File: src/obj_pkg.sv
package obj_pkg;

   // --------------------
   // Vector types
   // --------------------

   // Line buffer pixel as {colour[1:0], pattern[1:0]}
   // Pattern value 0 means transparent
   typedef logic [3:0] obj_pixel_t;

   // Horizontal position or line number
   typedef logic [7:0] obj_pos_t;

   // Pattern code, 32 codes
   typedef logic [4:0] obj_code_t;

   // Row inside an 8-line object
   typedef logic [2:0] obj_row_t;

   // Attribute entry index, 64 objects
   typedef logic [5:0] obj_index_t;

   // CPU bus
   typedef logic [9:0] cpu_addr_t;
   typedef logic [7:0] cpu_data_t;

   // --------------------
   // Address map
   // --------------------

   // Attribute RAM, 4 bytes per entry: Y, code, attribute, X
   localparam cpu_addr_t ATTR_BASE = 10'h000;
   // Control register
   localparam cpu_addr_t CTRL_ADDR = 10'h100;
   // Pattern RAM, 16 bytes per code, plane 0 then plane 1 per row
   localparam cpu_addr_t PAT_BASE  = 10'h200;

   // Control register bits
   localparam int CTRL_EN_BIT   = 0;
   localparam int CTRL_FLIP_BIT = 1;

   // --------------------
   // State machines
   // --------------------
   typedef enum logic [1:0] {SCAN_IDLE, SCAN_READ, SCAN_TEST, SCAN_DONE} scan_state_t;

   typedef enum logic [1:0] {FETCH_IDLE, FETCH_PLANE0, FETCH_PLANE1, FETCH_DRAW} fetch_state_t;

endpackage
File: src/obj_hit_if.sv
`timescale 1ns/1ns

// Found objects from scanner to fetcher
// One hit per cycle with hit_valid, credit pulses come back one per pop
interface obj_hit_if
   import obj_pkg::*;
();

   logic       hit_valid;
   obj_code_t  hit_code;
   // Row already vertically flipped
   obj_row_t   hit_row;
   obj_pos_t   hit_x;
   logic [1:0] hit_color;
   logic       hit_xflip;

   // One credit returned per pulse
   logic       credit;

   modport scan (
      output hit_valid, hit_code, hit_row, hit_x, hit_color, hit_xflip,
      input  credit
   );

   modport fetch (
      input  hit_valid, hit_code, hit_row, hit_x, hit_color, hit_xflip,
      output credit
   );

endinterface

File: src/obj_scan.sv
`timescale 1ns/1ns

module obj_scan
   import obj_pkg::*;
#(
   parameter int OBJ_CREDITS  = 4,
   parameter int OBJ_PER_LINE = 8
)
(
   input  logic       CLK_12M,
   input  logic       RST_4L,
   input  logic       line_start,
   input  obj_pos_t   line_num,
   input  logic       obj_enable,
   input  logic       screen_flip,
   output logic [7:0] attr_addr,
   input  cpu_data_t  attr_data,
   obj_hit_if.scan    hit,
   output logic       scan_done
);

   localparam int CRD_W = $clog2(OBJ_CREDITS + 1);
   localparam int CNT_W = $clog2(OBJ_PER_LINE + 1);

   scan_state_t      state;
   obj_index_t       idx;
   // Byte within the entry: 0 Y, 1 code, 2 attribute, 3 X
   logic [1:0]       sel;
   obj_pos_t         line_q;
   logic [CRD_W-1:0] credits;
   logic [CNT_W-1:0] hit_cnt;
   obj_pos_t         diff;
   logic             covers;
   logic             send;
   logic             advance;

   // Saved fields of the entry being read
   obj_row_t   row_q;
   obj_code_t  code_q;
   logic [1:0] color_q;
   logic       xflip_q;

   assign attr_addr = {idx, sel};
   assign scan_done = (state == SCAN_DONE);

   // Row of the object on this line, wraps mod 256
   assign diff   = line_q - attr_data;
   assign covers = obj_enable && (diff[7:3] == 5'd0) && (hit_cnt < CNT_W'(OBJ_PER_LINE));
   // X byte on the bus and a credit in hand
   assign send    = (state == SCAN_TEST) && (sel == 2'd3) && (credits != '0);
   // Leave this entry, either missed or sent
   assign advance = ((state == SCAN_TEST) && (sel == 2'd0) && !covers) || send;

   // --------------------
   // Entry walk
   // --------------------
   always_ff @(posedge CLK_12M or negedge RST_4L)
   begin
      if (!RST_4L)
      begin
         state         <= SCAN_IDLE;
         idx           <= '0;
         sel           <= '0;
         line_q        <= '0;
         hit_cnt       <= '0;
         hit.hit_valid <= 1'b0;
      end
      else
      begin
         hit.hit_valid <= send;
         if (send)
            hit_cnt <= hit_cnt + 1'b1;
         case (state)
            SCAN_IDLE:
               if (line_start)
               begin
                  // Screen flip tests against 255 - L
                  line_q  <= screen_flip ? ~line_num : line_num;
                  idx     <= '0;
                  sel     <= '0;
                  hit_cnt <= '0;
                  state   <= SCAN_READ;
               end
            // Address out, data arrives next cycle
            SCAN_READ:
               state <= SCAN_TEST;
            SCAN_TEST:
               if (advance)
               begin
                  sel <= '0;
                  if (&idx)
                     state <= SCAN_DONE;
                  else
                  begin
                     idx   <= idx + 1'b1;
                     state <= SCAN_READ;
                  end
               end
               else if (sel != 2'd3)
               begin
                  sel   <= sel + 1'b1;
                  state <= SCAN_READ;
               end
            // One-cycle done marker
            default:
               state <= SCAN_IDLE;
         endcase
      end
   end

   // Entry fields and hit payload
   always_ff @(posedge CLK_12M)
   begin
      if (state == SCAN_TEST)
      begin
         case (sel)
            2'd0: row_q  <= diff[2:0];
            2'd1: code_q <= attr_data[4:0];
            2'd2:
            begin
               // Vertical flip, 7 - row
               row_q   <= row_q ^ {3{attr_data[6]}};
               xflip_q <= attr_data[7];
               color_q <= attr_data[1:0];
            end
            default: ;
         endcase
      end
      if (send)
      begin
         hit.hit_code  <= code_q;
         hit.hit_row   <= row_q;
         hit.hit_x     <= attr_data;
         hit.hit_color <= color_q;
         hit.hit_xflip <= xflip_q;
      end
   end

   // Credit count, spent on send, returned by fetcher pops
   always_ff @(posedge CLK_12M or negedge RST_4L)
   begin
      if (!RST_4L)
         credits <= CRD_W'(OBJ_CREDITS);
      else
      begin
         case ({send, hit.credit})
            2'b10: credits <= credits - 1'b1;
            2'b01: credits <= credits + 1'b1;
            default: ;
         endcase
      end
   end

endmodule

File: src/flat_wrapper.sv
// flat-port wrapper written by rule: the top's interface ports become plain ports
module obj_scan_flat import obj_pkg::*;
#(
   parameter int OBJ_CREDITS  = 4,
   parameter int OBJ_PER_LINE = 8
)
  (CLK_12M, RST_4L, line_start, line_num, obj_enable, screen_flip, attr_addr, attr_data, scan_done, hit_hit_valid, hit_hit_code, hit_hit_row, hit_hit_x, hit_hit_color, hit_hit_xflip, hit_credit);
  obj_hit_if hit_i ();
  input  logic CLK_12M;
  input  logic RST_4L;
  input  logic line_start;
  input  obj_pos_t line_num;
  input  logic obj_enable;
  input  logic screen_flip;
  output logic [7:0] attr_addr;
  input  cpu_data_t attr_data;
  output logic scan_done;
  output wire logic [$bits(hit_i.hit_valid)-1:0] hit_hit_valid;
  output wire logic [$bits(hit_i.hit_code)-1:0] hit_hit_code;
  output wire logic [$bits(hit_i.hit_row)-1:0] hit_hit_row;
  output wire logic [$bits(hit_i.hit_x)-1:0] hit_hit_x;
  output wire logic [$bits(hit_i.hit_color)-1:0] hit_hit_color;
  output wire logic [$bits(hit_i.hit_xflip)-1:0] hit_hit_xflip;
  input wire logic [$bits(hit_i.credit)-1:0] hit_credit;
  assign hit_hit_valid = hit_i.hit_valid;
  assign hit_hit_code = hit_i.hit_code;
  assign hit_hit_row = hit_i.hit_row;
  assign hit_hit_x = hit_i.hit_x;
  assign hit_hit_color = hit_i.hit_color;
  assign hit_hit_xflip = hit_i.hit_xflip;
  assign hit_i.credit = hit_credit;
  obj_scan #(.OBJ_CREDITS(OBJ_CREDITS), .OBJ_PER_LINE(OBJ_PER_LINE)) u_core (.CLK_12M(CLK_12M), .RST_4L(RST_4L), .line_start(line_start), .line_num(line_num), .obj_enable(obj_enable), .screen_flip(screen_flip), .attr_addr(attr_addr), .attr_data(attr_data), .hit(hit_i), .scan_done(scan_done));
endmodule
File: config.mk
export PLATFORM = sky130hd
export DESIGN_NAME = obj_scan_flat
export DESIGN_NICKNAME = d
export VERILOG_FILES = /design/src/obj_pkg.sv /design/src/obj_hit_if.sv /design/src/obj_scan.sv /design/src/flat_wrapper.sv
export SDC_FILE = /design/constraint.sdc
export NUM_CORES = 1
export LEC_CHECK = 0
export CAP_MARGIN = 10
export CORE_MARGIN = 2
export CORE_UTILIZATION = 45
export CTS_CLUSTER_SIZE = 40
export DETAILED_ROUTE_END_ITERATION = 8
export DONT_BUFFER_PORTS = 1
export SKIP_CTS_REPAIR_TIMING = 1
export SLEW_MARGIN = 20
export SYNTH_ARGS = -nofsm -noshare
export SYNTH_HDL_FRONTEND = slang
export SYNTH_SLANG_ARGS = --single-unit
export TNS_END_PERCENT = 30
File: constraint.sdc
create_clock -name CLK_12M -period 2.6 [get_ports CLK_12M]
set_input_delay 0.52 -clock CLK_12M [delete_from_list [all_inputs] [get_ports CLK_12M]]
set_output_delay 0.52 -clock CLK_12M [all_outputs]
set_load 0.02 [all_outputs]
==> flow_metrics.py <==
metrics = {
    "status": {
        "status": "finished, final reports clean",
    },
    "route": {
        "drtIter0Drc": 78,
        "drcViolationCount": 0,
        "wire_per_inst_um": 16.48,
        "drt-vias-per-instance": 5.462,
        "num_vias": 1819,
        "drt_wl_total_mm": 5.487,
        "drtAntennaViolNets": 0,
        "drtPass1Iterations": 4,
    },
    "critical_path": {
        "cp.depth": 11,
        "required_ps": 2850,
        "r2r_cells": 11,
        "path_cells": "inv_2 -> ha_4 -> inv_2 -> fa_2 -> a211oi_4 -> nor2_1 -> xor2_1 -> nor2_1 -> and4_4 -> or4_4 -> nand3_1",
        "cp_max_fo": 7,
        "cp_slowest_cell": "or4_4",
        "critPathKind": "register to register",
        "cp_num_buf_inv": 2,
        "worst_setup_path_start_kind": "register",
        "arrival_ps": 2810,
        "cp_top_family": "simple AND/OR/NAND/NOR gates",
        "endpoint_kind": "register",
        "critical_path.max_stage_delay_ps": 500,
    },
    "cts": {
        "cts_tree": "built",
        "cts_max_level": 2,
        "root_buffer": "clkbuf_8",
        "clk_latency_ps": 310,
        "cts_sinks": 56,
        "cts_max_path_buffers": 2,
        "cts_buffers": 5,
        "cts.clk_slew.worst_paths_ps": 100,
    },
    "timing": {
        "timing.hold.ws_ps": 8.225,
        "finalSetupViolCount": 0,
        "final-max-slew-violation-count": 0,
        "rsz0062_at_grt": "true",
        "setup_slack_ps": 44.91,
        "fmax_mhz": 391.4,
        "fin_worst_skew_ps": 8.707,
        "hold_viol": 0,
        "final.period_utilization": 0.9827,
        "relSlewSlack": 0.5723,
        "worstMarginPinSlew_ps": 641.6,
        "period_needed_ps": 2555,
    },
    "placement": {
        "dpl_cell_area_mm2": 0.002945,
        "pre_cts_ws_ps": -296.2,
        "io_buffers": 0,
        "dp_hpwl_mm": 3.620,
        "gp_congestion": 0.8813,
    },
    "final_layout": {
        "layout_commonest_cell": "edfxtp_1",
        "drive_gt1_frac": 0.1744,
        "final_nets": 295,
        "syn2layout_area_growth_pct": 15.49,
        "mostFrequentLayoutCells": "30 x edfxtp_1, 25 x dfrtp_1, 23 x nor2_1",
        "ff_latch_area_mm2": 0.001553,
        "n_fill_cell": 500,
        "n_antenna_cell": 0,
        "fin_area_mm2": 0.003199,
        "multi_input_area_mm2": 0.001194,
    },
    "power_and_ir_drop": {
        "leakage_nw": 1.272,
        "pwr-share-clk": 0.205,
        "comb_power_share": 0.389,
        "powerDensity_mw_per_mm2": 1020,
        "irDropWorstVdd_v": 0.0006232,
        "internal_power_mw": 2.078,
        "swShare": 0.3632,
        "switching_power_mw": 1.185,
        "power_frac_seq": 0.407,
    },
    "floorplan": {
        "die_h_um": 82.46,
        "placementRows": 28,
        "core_area_mm2": 0.005921,
        "chipWidth_um": 82.46,
        "initial_utilization": 0.4679,
        "die_area_mm2": 0.006800,
        "top_level_ports": 51,
    },
    "global_routing": {
        "grt_overflow": 0,
        "grt_pass1_vias": 1741,
        "grt_max_degree": 27,
        "grt_pass1_wl_mm": 8.349,
        "grt_use_total": 0.1642,
        "antenna_found_initial": 0,
    },
    "synth": {
        "syn-mean-instance-area_um2": 11.54,
        "ys_warn_count": 0,
        "synth_top_family_by_area": "simple AND/OR/NAND/NOR gates",
        "synthSimpleGateAreaFrac": 0.1287,
        "synth_compound_area_frac": 0.1102,
        "yosysSeqAreaShare": 0.5605,
        "ys_seq_elements": 56,
        "synthAdderAreaFrac": 0.07769,
        "synthMuxAreaShare": 0.01129,
        "ys_types": 50,
        "syn_nets": 278,
        "synth-xor-area-share": 0.06956,
        "syn_area_mm2": 0.002770,
        "synth-edff-count": 30,
        "async_flop_share": 0.4643,
        "synth_ff_type": "edfxtp_1",
        "synthCells": 240,
    },
    "min_path": {
        "worst_hold_path_type": "primary input to asynchronous set/reset pin",
    },
    "job": {
        "maxCapViolCount": 0,
    },
}
==> metrics by stage <==
stage	power, mW	std cells	setup TNS [ps]	utilization
6_report	3.263	333	0	0.5404
3_3_place_gp	2.432	322	-1313	0.4975
4_1_cts	3.126	330	-1046	0.5199
5_1_grt	3.491	333	-192.2	0.5404
2_1_floorplan	2.135	240	-2.390	-
3_5_place_dp	2.456	322	-1669	0.4975
==> cell usage after synthesis, drive strengths merged (4+ instances only) <==
cell,instances,area share
o21ai,7,0.013
clkbuf,6,0.0081
ha,14,0.063
edfxtp,30,0.33
dfrtp,25,0.23
xor2,9,0.028
a21oi,15,0.028
nor2,23,0.031
nand2,17,0.023
nand3,7,0.013
and2,4,0.0090
inv,16,0.022
buf,4,0.012
xnor2,13,0.041
==> worst reg2reg max path, delay by kind of cell, from the launching register on <==
| kind | cells | cell delay [ps] |
|---|---|---|
| compound gates | 1 | 260 |
| xor+xnor | 1 | 180 |
| fa+ha+maj | 2 | 540 |
| buf+inv | 2 | 110 |
| flops | 1 | 380 |
| simple gates | 5 | 1040 |
==> layer usage <==
layer / track usage / part of all wire / vias up
met1: 0.2270 / 0.47 / 868
met2: 0.2435 / 0.46 / 55
met3: 0.04130 / 0.045 / 9
li1: - / - / 887
met4: 0.07167 / 0.019 / 0
met5: 0 / 0 / -
==> flip-flops by register name (all words and copies together), names as in the netlist, 2 cells and up <==
signal                flops
u_core.color_q            2
u_core.hit_cnt            4
u_core.sel                2
u_core.line_q             8
u_core.state              2
u_core.row_q              3
u_core.idx                6
u_core.hit.hit_code       5
u_core.credits            3
u_core.hit.hit_color      2
u_core.hit.hit_row        3
u_core.code_q             5
u_core.hit.hit_x          8
==> final timing paths <==
path | startpoint | to | slack (ps)
setup / recovery | u_core.line_q[0] | u_core.idx[3] | 40
hold / removal | RST_4L | u_core.idx[1] | 8
setup reg to reg | u_core.line_q[0] | u_core.idx[3] | 40
hold reg to reg | u_core.color_q[1] | u_core.hit.hit_color[1] | 430
max in group asynchronous | RST_4L | u_core.hit_cnt[1] | 2430
min in group CLK_12M | attr_data[0] | u_core.hit.hit_x[0] | 300
==> layout make-up <==
| type | count | share of cell area |
|---|---|---|
| sequential | 56 | 0.4853 |
| multi-input combinational | 159 | 0.3731 |
| timing repair buffer | 19 | 0.05201 |
| tap | 75 | 0.02933 |
| clock buffer | 6 | 0.02268 |
| clock inverter | 2 | 0.01877 |
| inverter | 16 | 0.01877 |
==> kinds of logic after synthesis <==
group	Yosys count
and+or+nand+nor	72
DFF	56
AOI/OAI and AO/OA	45
buffers and inverters	26
xor gates and xnor gates	22
adders and majority gates	16
muxes	3
==> power by group through the flow <==
stage | logic [mW] | clock network [mW] | registers [mW]
after floorplan | 0.813 | 0 | 1.32
after global placement | 1.09 | 0 | 1.34
after detailed placement | 1.11 | 0 | 1.35
after CTS | 1.12 | 0.682 | 1.33
after global routing | 1.41 | 0.722 | 1.35
final | 1.27 | 0.668 | 1.33
Note: power is estimated with default switching activity, not from simulation.
