## src/obj_pkg.sv

```systemverilog
package obj_pkg;

   // --------------------
   // Vector types
   // --------------------

   // Line buffer pixel as {colour[1:0], pattern[1:0]}
   // Pattern value 0 means transparent
   typedef logic [3:0] obj_pixel_t;

   // Horizontal position or line number
   typedef logic [7:0] obj_pos_t;

   // Pattern code, 32 codes
   typedef logic [4:0] obj_code_t;

   // Row inside an 8-line object
   typedef logic [2:0] obj_row_t;

   // Attribute entry index, 64 objects
   typedef logic [5:0] obj_index_t;

   // CPU bus
   typedef logic [9:0] cpu_addr_t;
   typedef logic [7:0] cpu_data_t;

   // --------------------
   // Address map
   // --------------------

   // Attribute RAM, 4 bytes per entry: Y, code, attribute, X
   localparam cpu_addr_t ATTR_BASE = 10'h000;
   // Control register
   localparam cpu_addr_t CTRL_ADDR = 10'h100;
   // Pattern RAM, 16 bytes per code, plane 0 then plane 1 per row
   localparam cpu_addr_t PAT_BASE  = 10'h200;

   // Control register bits
   localparam int CTRL_EN_BIT   = 0;
   localparam int CTRL_FLIP_BIT = 1;

   // --------------------
   // State machines
   // --------------------
   typedef enum logic [1:0] {SCAN_IDLE, SCAN_READ, SCAN_TEST, SCAN_DONE} scan_state_t;

   typedef enum logic [1:0] {FETCH_IDLE, FETCH_PLANE0, FETCH_PLANE1, FETCH_DRAW} fetch_state_t;

endpackage
```

## src/obj_hit_if.sv

```systemverilog
`timescale 1ns/1ns

// Found objects from scanner to fetcher
// One hit per cycle with hit_valid, credit pulses come back one per pop
interface obj_hit_if
   import obj_pkg::*;
();

   logic       hit_valid;
   obj_code_t  hit_code;
   // Row already vertically flipped
   obj_row_t   hit_row;
   obj_pos_t   hit_x;
   logic [1:0] hit_color;
   logic       hit_xflip;

   // One credit returned per pulse
   logic       credit;

   modport scan (
      output hit_valid, hit_code, hit_row, hit_x, hit_color, hit_xflip,
      input  credit
   );

   modport fetch (
      input  hit_valid, hit_code, hit_row, hit_x, hit_color, hit_xflip,
      output credit
   );

endinterface

```

## src/obj_fetch.sv

```systemverilog
`timescale 1ns/1ns

module obj_fetch
   import obj_pkg::*;
#(
   parameter int OBJ_CREDITS = 4
)
(
   input  logic       CLK_12M,
   input  logic       RST_4L,
   obj_hit_if.fetch   hit,
   input  logic       scan_done,
   input  logic       screen_flip,
   output logic [8:0] pat_addr,
   input  cpu_data_t  pat_data,
   output logic       buf_we,
   output obj_pos_t   buf_pos,
   output obj_pixel_t buf_pix,
   output logic       line_done
);

   localparam int PTR_W = (OBJ_CREDITS > 1) ? $clog2(OBJ_CREDITS) : 1;
   localparam int CNT_W = $clog2(OBJ_CREDITS + 1);

   // --------------------
   // Hit queue
   // --------------------
   obj_code_t  q_code  [OBJ_CREDITS];
   obj_row_t   q_row   [OBJ_CREDITS];
   obj_pos_t   q_x     [OBJ_CREDITS];
   logic [1:0] q_color [OBJ_CREDITS];
   logic       q_xflip [OBJ_CREDITS];

   logic [PTR_W-1:0] wr_ptr;
   logic [PTR_W-1:0] rd_ptr;
   logic [CNT_W-1:0] q_count;
   logic             pop;

   fetch_state_t state;
   obj_code_t    cur_code;
   obj_row_t     cur_row;
   obj_pos_t     cur_x;
   logic [1:0]   cur_color;
   logic         cur_xflip;
   cpu_data_t    plane0_q;
   obj_row_t     pix_i;
   obj_row_t     bit_sel;
   logic [8:0]   draw_sum;
   logic         seen_done;

   function automatic logic [PTR_W-1:0] ptr_next(input logic [PTR_W-1:0] ptr);
      if (ptr == PTR_W'(OBJ_CREDITS - 1))
         return '0;
      return ptr + 1'b1;
   endfunction

   assign pop = (state == FETCH_IDLE) && (q_count != '0);

   // Plane 1 address held through the draw so pat_data keeps plane 1
   assign pat_addr = {cur_code, cur_row, (state == FETCH_PLANE1) || (state == FETCH_DRAW)};

   // Leftmost pixel is bit 7 unless flipped
   assign bit_sel  = cur_xflip ? pix_i : ~pix_i;
   // Bit 8 set means past the right edge
   assign draw_sum = {1'b0, cur_x} + {6'd0, pix_i};

   always_ff @(posedge CLK_12M or negedge RST_4L)
   begin
      if (!RST_4L)
      begin
         wr_ptr     <= '0;
         rd_ptr     <= '0;
         q_count    <= '0;
         state      <= FETCH_IDLE;
         pix_i      <= '0;
         hit.credit <= 1'b0;
         buf_we     <= 1'b0;
         seen_done  <= 1'b0;
         line_done  <= 1'b0;
      end
      else
      begin
         if (hit.hit_valid)
            wr_ptr <= ptr_next(wr_ptr);
         if (pop)
            rd_ptr <= ptr_next(rd_ptr);
         case ({hit.hit_valid, pop})
            2'b10: q_count <= q_count + 1'b1;
            2'b01: q_count <= q_count - 1'b1;
            default: ;
         endcase
         // Each pop frees a slot for the scanner
         hit.credit <= pop;
         buf_we     <= (state == FETCH_DRAW) && !draw_sum[8];

         case (state)
            FETCH_IDLE:
               if (pop)
                  state <= FETCH_PLANE0;
            FETCH_PLANE0:
               state <= FETCH_PLANE1;
            FETCH_PLANE1:
            begin
               pix_i <= '0;
               state <= FETCH_DRAW;
            end
            default:
            begin
               pix_i <= pix_i + 1'b1;
               if (&pix_i)
                  state <= FETCH_IDLE;
            end
         endcase

         // Line ends when scan is over and nothing is left to draw
         line_done <= 1'b0;
         if (scan_done)
            seen_done <= 1'b1;
         else if (seen_done && (state == FETCH_IDLE) && (q_count == '0) && !hit.hit_valid)
         begin
            seen_done <= 1'b0;
            line_done <= 1'b1;
         end
      end
   end

   // Queue storage, current object and pixel payload
   always_ff @(posedge CLK_12M)
   begin
      if (hit.hit_valid)
      begin
         q_code[wr_ptr]  <= hit.hit_code;
         q_row[wr_ptr]   <= hit.hit_row;
         q_x[wr_ptr]     <= hit.hit_x;
         q_color[wr_ptr] <= hit.hit_color;
         q_xflip[wr_ptr] <= hit.hit_xflip;
      end
      if (pop)
      begin
         cur_code  <= q_code[rd_ptr];
         cur_row   <= q_row[rd_ptr];
         cur_x     <= q_x[rd_ptr];
         cur_color <= q_color[rd_ptr];
         cur_xflip <= q_xflip[rd_ptr];
      end
      // Plane 0 data lands while plane 1 is addressed
      if (state == FETCH_PLANE1)
         plane0_q <= pat_data;
      buf_pos <= screen_flip ? ~draw_sum[7:0] : draw_sum[7:0];
      buf_pix <= {cur_color, pat_data[bit_sel], plane0_q[bit_sel]};
   end

endmodule

```

## src/flat_wrapper.sv

```systemverilog
// flat-port wrapper written by rule: the top's interface ports become plain ports
module obj_fetch_flat import obj_pkg::*;
#(
   parameter int OBJ_CREDITS = 4
)
  (CLK_12M, RST_4L, scan_done, screen_flip, pat_addr, pat_data, buf_we, buf_pos, buf_pix, line_done, hit_hit_valid, hit_hit_code, hit_hit_row, hit_hit_x, hit_hit_color, hit_hit_xflip, hit_credit);
  obj_hit_if hit_i ();
  input  logic CLK_12M;
  input  logic RST_4L;
  input  logic scan_done;
  input  logic screen_flip;
  output logic [8:0] pat_addr;
  input  cpu_data_t pat_data;
  output logic buf_we;
  output obj_pos_t buf_pos;
  output obj_pixel_t buf_pix;
  output logic line_done;
  input wire logic [$bits(hit_i.hit_valid)-1:0] hit_hit_valid;
  input wire logic [$bits(hit_i.hit_code)-1:0] hit_hit_code;
  input wire logic [$bits(hit_i.hit_row)-1:0] hit_hit_row;
  input wire logic [$bits(hit_i.hit_x)-1:0] hit_hit_x;
  input wire logic [$bits(hit_i.hit_color)-1:0] hit_hit_color;
  input wire logic [$bits(hit_i.hit_xflip)-1:0] hit_hit_xflip;
  output wire logic [$bits(hit_i.credit)-1:0] hit_credit;
  assign hit_i.hit_valid = hit_hit_valid;
  assign hit_i.hit_code = hit_hit_code;
  assign hit_i.hit_row = hit_hit_row;
  assign hit_i.hit_x = hit_hit_x;
  assign hit_i.hit_color = hit_hit_color;
  assign hit_i.hit_xflip = hit_hit_xflip;
  assign hit_credit = hit_i.credit;
  obj_fetch #(.OBJ_CREDITS(OBJ_CREDITS)) u_core (.CLK_12M(CLK_12M), .RST_4L(RST_4L), .hit(hit_i), .scan_done(scan_done), .screen_flip(screen_flip), .pat_addr(pat_addr), .pat_data(pat_data), .buf_we(buf_we), .buf_pos(buf_pos), .buf_pix(buf_pix), .line_done(line_done));
endmodule
```

## config.mk

```make
export PLATFORM = sky130hd
export DESIGN_NAME = obj_fetch_flat
export DESIGN_NICKNAME = d
export VERILOG_FILES = /design/src/obj_pkg.sv /design/src/obj_hit_if.sv /design/src/obj_fetch.sv /design/src/flat_wrapper.sv
export SDC_FILE = /design/constraint.sdc
export NUM_CORES = 1
export LEC_CHECK = 0
export BUFFER_PORTS_ARGS = -buffer_cell sky130_fd_sc_hd__clkbuf_2
export CAP_MARGIN = 15
export CORE_ASPECT_RATIO = 0.9
export CORE_MARGIN = 2
export CORE_UTILIZATION = 45
export CTS_BUF_LIST = sky130_fd_sc_hd__clkbuf_8
export DETAILED_ROUTE_END_ITERATION = 6
export GPL_ROUTABILITY_DRIVEN = 0
export MAX_ROUTING_LAYER = met4
export PLACE_DENSITY = 0.64
export SLEW_MARGIN = 20
export SYNTH_ARGS = -nofsm -noshare
export SYNTH_HDL_FRONTEND = slang
export SYNTH_SLANG_ARGS = --single-unit
```

## constraint.sdc

```tcl
create_clock -name CLK_12M -period 5.5 [get_ports CLK_12M]
set_clock_uncertainty 0.1 [all_clocks]
set_input_delay 0.55 -clock CLK_12M [delete_from_list [all_inputs] [get_ports CLK_12M]]
set_output_delay 0.55 -clock CLK_12M [all_outputs]
set_load 0.01 [all_outputs]
```

==> results.json, run 1 <==
{
  "post_cts_buffers": 0,
  "max-slew-margin-rel_pct": 32.8,
  "setup_tns_ns": 0,
  "dr_total_vias": 2452,
  "max_slew.worst_pin.slew_ns": 1.01,
  "min_period_ns": 2.84,
  "powerDensity_nw_per_um2": 530,
  "clk_latency_ns": 0.44,
  "cp-start-kind": "flip-flop",
  "critPathMaxFanout": 21,
  "synth-edff-count": 103,
  "io_buffers": 55,
  "drc": 0,
  "antenna_found_initial": 0,
  "dieHeight_um": 106,
  "rows": 37,
  "core_um2": 11300,
  "antenna_cells": 0,
  "wirelength_mm": 8.08,
  "drtIter0Drc": 82,
  "pin_count": 56,
  "max_freq_mhz": 352,
  "stdcell_count": 498,
  "max_cap_viol_count": 0,
  "via_per_inst": 4.92,
  "hold_viol_final": 0,
  "postSynthAreaPerCell_um2": 19.8,
  "cts.sinks": 131,
  "fin_nets": 378,
  "postSynthCellCount": 261,
  "cts_max_level": 4,
  "die_w_um": 117,
  "hpwlAfterDp_mm": 5.18,
  "ctsResizeCount": 0,
  "path_clk_slew_ns": 0.08,
  "ys_seq_area_share_pct": 72.3,
  "async_flop_share_pct": 12.2,
  "placed_cells_incl_taps": 465,
  "slowest_delay_ns": 0.65,
  "grt_max_degree": 23,
  "cts_buffers": 17,
  "rsz0062_at_grt": "no",
  "grt_pass1_wl_mm": 13.0,
  "ir_drop_v": 0.000337,
  "post_route_cells_drive_above_1_share_pct": 33.3,
  "crit_chain": "inv_1, ha_1, nand2b_1, inv_1, ha_1, fa_1, mux2_2",
  "nFillCells": 956,
  "arrival_ns": 3.06,
  "p_leak_uw": 0.00221,
  "cp_slowest_cell": "inv_1",
  "cp.required_ns": 5.72,
  "wl_per_cell_um": 16.2,
  "clk_path_buf_depth": 2,
  "criticalPathCategory": "reg2reg",
  "slew_violations": 0,
  "syn-num-nets": 310,
  "fp.dieArea_um2": 12400,
  "grt_usage_pct": 15.0,
  "worstHoldPathType": "in2reg",
  "grt_pass1_vias": 2572,
  "yosys_warnings": 0,
  "gr-total-overflow": 0,
  "start_util_pct": 45.7,
  "finalSetupViolations": 0,
  "synth_seq_cells": 131,
  "period_share_pct": 51.7,
  "synth_top_flop_cell": "edfxtp_1",
  "cts_root_buffer": "clkbuf_8",
  "syn_area_um2": 5160,
  "ys_types": 36,
  "cts_tree": "yes",
  "status": "finished clean",
  "end_kind": "flip-flop",
  "syn2layout_area_growth_pct": 16.0,
  "antenna_left": 0,
  "dr.pass1.iters": 4
}
## per-layer routing
metal,wire length [um],track usage [%],part of all wire [%]
met5,0,-,0
met4,131,5.80,1.6
met3,402,5.18,5.0
met2,4060,23.7,50
met1,3480,17.7,43
## per-stage QoR
stage	cell area (um^2)	total power (uW)	utilization (%)	hold slack [ns]	worst slack [ns]
2_1_floorplan	5160	2170	-	0.154	3.03
3_3_place_gp	5590	2400	49.5	0.250	2.73
3_5_place_dp	5590	2430	49.5	0.244	2.62
4_1_cts	5990	3230	53.1	0.162	2.60
5_1_grt	5990	3370	53.1	0.183	2.45
6_report	5990	3170	53.1	0.191	2.66
## worst paths after layout
kind / startpoint / end / slack, ns / cells after the start
max reg2reg: u_core.state[0] / u_core.q_count[1] / 2.66 / 7
max: u_core.state[0] / u_core.q_count[1] / 2.66 / 7
max in group asynchronous: RST_4L / u_core.pix_i[1] / 4.51 / 2
min in group asynchronous: RST_4L / u_core.wr_ptr[1] / 0.48 / 2
min: scan_done / u_core.line_done / 0.19 / 2
min reg2reg: u_core.cur_color[1] / u_core.buf_pix[3] / 0.26 / 0
## flip-flops by register name (all words and copies together), names as in the netlist, 3 cells and up
| signal | cells |
|---|---|
| u_core.buf_pos | 8 |
| u_core.q_color | 8 |
| u_core.cur_x | 8 |
| u_core.q_count | 3 |
| u_core.buf_pix | 4 |
| u_core.plane0_q | 8 |
| u_core.q_x | 32 |
| u_core.q_code | 20 |
| u_core.cur_code | 5 |
| u_core.q_xflip | 4 |
| u_core.pix_i | 3 |
| u_core.cur_row | 3 |
| u_core.q_row | 12 |
## layout by cell type, fill, tap and decap left out, drive strengths merged, types with 3 or more instances in the layout
master	instances
dfrtp	16
dfxtp	12
edfxtp	103
a21oi	3
and2	4
mux4	27
nor3	4
clkinvlp	3
inv	18
o21ai	10
clkbuf	73
nor2	3
nand2	3
ha	15
xor2	4
mux2	3
xnor2	14
## report_power, final
group / leakage, uW / switching [uW] / total [uW] / internal [uW]
logic: 0.000781 / 405 / 839 / 433
clock network: 0.000191 / 409 / 792 / 383
registers: 0.00124 / 162 / 1540 / 1380
total: 0.00221 / 976 / 3170 / 2200
## final cells by class
type / count / area [um^2] / share of cell area [%]
clock buffers: 18 / 248 / 4.13
clock inverters: 14 / 141 / 2.36
inverters: 10 / 37.5 / 0.626
multi-input cells: 112 / 1350 / 22.4
flip-flops and latches: 131 / 3730 / 62.3
well taps: 156 / 195 / 3.26
repair buffers: 57 / 293 / 4.89
## cells by family (layout without fill, tap and decap cells)
kind of cell / Yosys count / in the layout / synth area share, %
adders and majority gates: 17 / 17 / 4.41
AOI/OAI and AO/OA: 21 / 21 / 2.54
muxes: 32 / 32 / 13.3
buffers and inverters: 18 / 99 / 1.67
xor gates and xnor gates: 18 / 18 / 3.05
and+or+nand+nor: 24 / 24 / 2.71
DFF: 131 / 131 / 72.3
## synth_stat cells, types with 3 or more instances
| cell | instances | area [um^2] |
|---|---|---|
| mux2_2 | 3 | 33.8 |
| clkbuf_1 | 3 | 11.3 |
| dfxtp_1 | 12 | 240 |
| edfxtp_1 | 103 | 3090 |
| nor2_1 | 3 | 11.3 |
| nand2_1 | 3 | 11.3 |
| mux4_2 | 20 | 450 |
| and2_1 | 4 | 25.0 |
| inv_1 | 10 | 37.5 |
| o21ai_0 | 9 | 45.0 |
| xnor2_1 | 14 | 123 |
| mux4_1 | 7 | 184 |
| a21oi_1 | 3 | 15.0 |
| dfrtp_1 | 16 | 400 |
| nor3_1 | 4 | 20.0 |
| buf_2 | 3 | 15.0 |
| xor2_1 | 4 | 35.0 |
| ha_1 | 15 | 188 |
## what timing repair did
item | 4_1_cts | 5_1_grt
endpoints found under the setup margin | 0 | 0
endpoints found under the hold margin | 16 | 0
hold buffers | 1 | 0
## critical path: cells and delay by family (launching register included)
kind | cells | cell delay [ns]
buffers and inverters | 2 | 0.75
multiplexers | 1 | 0.27
adder cells (fa/ha/maj) | 3 | 1.06
AND/OR/NAND/NOR | 1 | 0.15
flip-flops | 1 | 0.40
No activity file was read; power rests on OpenSTA's default activity.
==> inputs of run 2 (changes only) <==
--- a/config.mk
+++ b/config.mk
@@ -5,6 +5,7 @@
 export SDC_FILE = /design/constraint.sdc
 export NUM_CORES = 1
 export LEC_CHECK = 0
+export ABC_AREA = 1
 export BUFFER_PORTS_ARGS = -buffer_cell sky130_fd_sc_hd__clkbuf_2
 export CAP_MARGIN = 15
 export CORE_ASPECT_RATIO = 0.9
==> constraint.sdc (replaced) <==
create_clock -name CLK_12M -period 2.67 [get_ports CLK_12M]
set_clock_uncertainty 0.1 [all_clocks]
set_input_delay 0.267 -clock CLK_12M [delete_from_list [all_inputs] [get_ports CLK_12M]]
set_output_delay 0.267 -clock CLK_12M [all_outputs]
set_load 0.01 [all_outputs]
==> results.json, run 2 <==
{
  "status": "finished clean",
  "min_period_ns": 2.12,
  "syn-num-nets": 460,
  "synth_top_flop_cell": "edfxtp_1",
  "placed_cells_incl_taps": 617,
  "rsz0062_at_grt": "no",
  "core_um2": 11300,
  "cp.required_ns": 2.30,
  "dr.pass1.iters": 4,
  "utilization_pct": 56.1,
  "r2r_cells": 9,
  "period_share_pct": 79.4,
  "dr_total_vias": 3281,
  "netlist.top_cell.by_area": "edfxtp_1",
  "wl_per_cell_um": 13.6,
  "slew_violations": 0,
  "clk_latency_ns": 0.45,
  "hold_viol_final": 0,
  "post_cts_buffers": 0,
  "ys_seq_area_share_pct": 71.6,
  "max_cap_viol_count": 0,
  "finalSetupViolations": 0,
  "syn_area_um2": 5210,
  "grt_max_degree": 41,
  "regMostFlops": "u_core.q_x",
  "fp.dieArea_um2": 12500,
  "cts_max_level": 4,
  "post_route_cells_drive_above_1_share_pct": 19.5,
  "rows": 37,
  "final_common_cell": "edfxtp_1",
  "io_buffers": 55,
  "antenna_left": 0,
  "ys_types": 27,
  "critPathMaxFanout": 10,
  "die_w_um": 117,
  "syn2layout_area_growth_pct": 22.0,
  "synth_common_cells": "edfxtp_1 (103), nand2_1 (50), o21ai_0 (48)",
  "cts_buffers": 17,
  "nFillCells": 915,
  "finalPower_uw": 7110,
  "antenna_found_initial": 0,
  "cts.sinks": 131,
  "worstHoldPathType": "in2reg",
  "stdcell_area_um2": 6360,
  "yosysTopAreaCellShare_pct": 59.3,
  "path_clk_slew_ns": 0.07,
  "via_per_inst": 4.84,
  "max-slew-margin-rel_pct": 58.4,
  "end_kind": "output pin",
  "largest_reg_flops": 32,
  "grt_pass1_wl_mm": 15.2,
  "cts_tree": "yes",
  "ctsHoldBuffers": 29,
  "fin_nets": 558,
  "max_freq_mhz": 472,
  "drc": 0,
  "synth_seq_cells": 131,
  "synth-edff-count": 103,
  "antenna_cells": 0,
  "async_flop_share_pct": 12.2,
  "criticalPathCategory": "reg2out",
  "postSynthCellCount": 411,
  "mostFrequentLayoutCells": "edfxtp_1 (103), clkbuf_2 (55), nand2_1 (50)",
  "hpwlAfterDp_mm": 5.70,
  "clk_path_buf_depth": 2,
  "max_slew.worst_pin.slew_ns": 0.624,
  "dieHeight_um": 106,
  "ctsResizeCount": 0,
  "grt_pass1_vias": 3129,
  "cp-start-kind": "flip-flop",
  "arrival_ns": 1.75,
  "postPlaceCellArea_um2": 5690,
  "holdPathStages": 2,
  "multi_input_area_um2": 1280,
  "gr-total-overflow": 0,
  "stdcell_count": 678,
  "top_regs": "u_core.q_x (32), u_core.q_code (20), u_core.q_row (12)",
  "p_leak_uw": 0.00258,
  "yosys_warnings": 0,
  "wirelength_mm": 9.24,
  "regArea_um2": 3730,
  "setup_tns_ns": 0,
  "drtIter0Drc": 266,
  "ir_drop_v": 0.000449,
  "yosysMostFrequentCell": "edfxtp_1",
  "regToRegSetupSlack_ns": 0.58,
  "pin_count": 56,
  "cts_root_buffer": "clkbuf_8",
  "grt_usage_pct": 16.7,
  "start_util_pct": 46.0,
  "powerDensity_nw_per_um2": 1120,
  "synthTopCellsByArea": "edfxtp_1 (59%), dfrtp_1 (7.7%), dfxtp_1 (4.6%)",
  "postSynthAreaPerCell_um2": 12.7
}
run 2: cell types whose count changed in the layout (fill, tap and decap cells not counted), moves of 20 or more:
cell and change:
nand2_1 +47, nor2_1 +41, o21ai_0 +39, dlygate4sd3_1 +28, inv_1 +28, mux4_2 -20
run 2: kinds of logic after synthesis:
kind of cell	Yosys count	share of synthesized area [%]
buffers and inverters	52	3.89
AND/OR/NAND/NOR	124	10.0
flip-flops	131	71.6
multiplexers	1	0.216
adder cells (fa/ha/maj)	17	4.37
XOR/XNOR	15	2.52
AO/OA/AOI/OAI	71	7.35
run 2: layout make-up:
class,instances,area share [%]
flip-flops and latches,131,58.7
multi-input cells,228,20.1
repair buffers,93,9.95
clock buffers,17,3.68
well taps,156,3.07
clock inverters,15,2.26
inverters,38,2.24
run 2: path summary, 6_finish.rpt:
kind                                startpoint                end
max                            u_core.state[0]        pat_addr[0]
min                              hit_hit_valid   u_core.wr_ptr[1]
max reg2reg                    u_core.state[0]  u_core.q_count[2]
min reg2reg                u_core.cur_color[1]  u_core.buf_pix[3]
max in group asynchronous               RST_4L      u_core.buf_we
min in group asynchronous               RST_4L   u_core.wr_ptr[1]
run 2: critical path, cell delays in order, from the launching register on:
cell and delay (ns):
dfrtp_1 0.40, inv_1 0.08, ha_1 0.36, or2_2 0.35
clkbuf_2 0.13
run 2: stage by stage:
stage / hold slack [ns] / worst slack, ns
CTS: 0.0120 / 0.492
detailed placement: 0.136 / 0.589
global placement: 0.138 / 0.685
global route: 0.0502 / 0.409
finish: 0.0437 / 0.551
floorplan: -0.129 / 0.0860
run 2: metal layers:
metal  part of all wire [%]  track usage (%)
met5                      0                -
met4                   0.92             6.80
met3                    5.4             6.01
met2                     50             26.5
met1                     44             19.5
run 2: where the power goes:
group | internal (uW) | total (uW) | switching [uW]
logic | 871 | 2360 | 1490
clock network | 818 | 1570 | 753
registers | 2940 | 3180 | 242
total | 4630 | 7110 | 2490
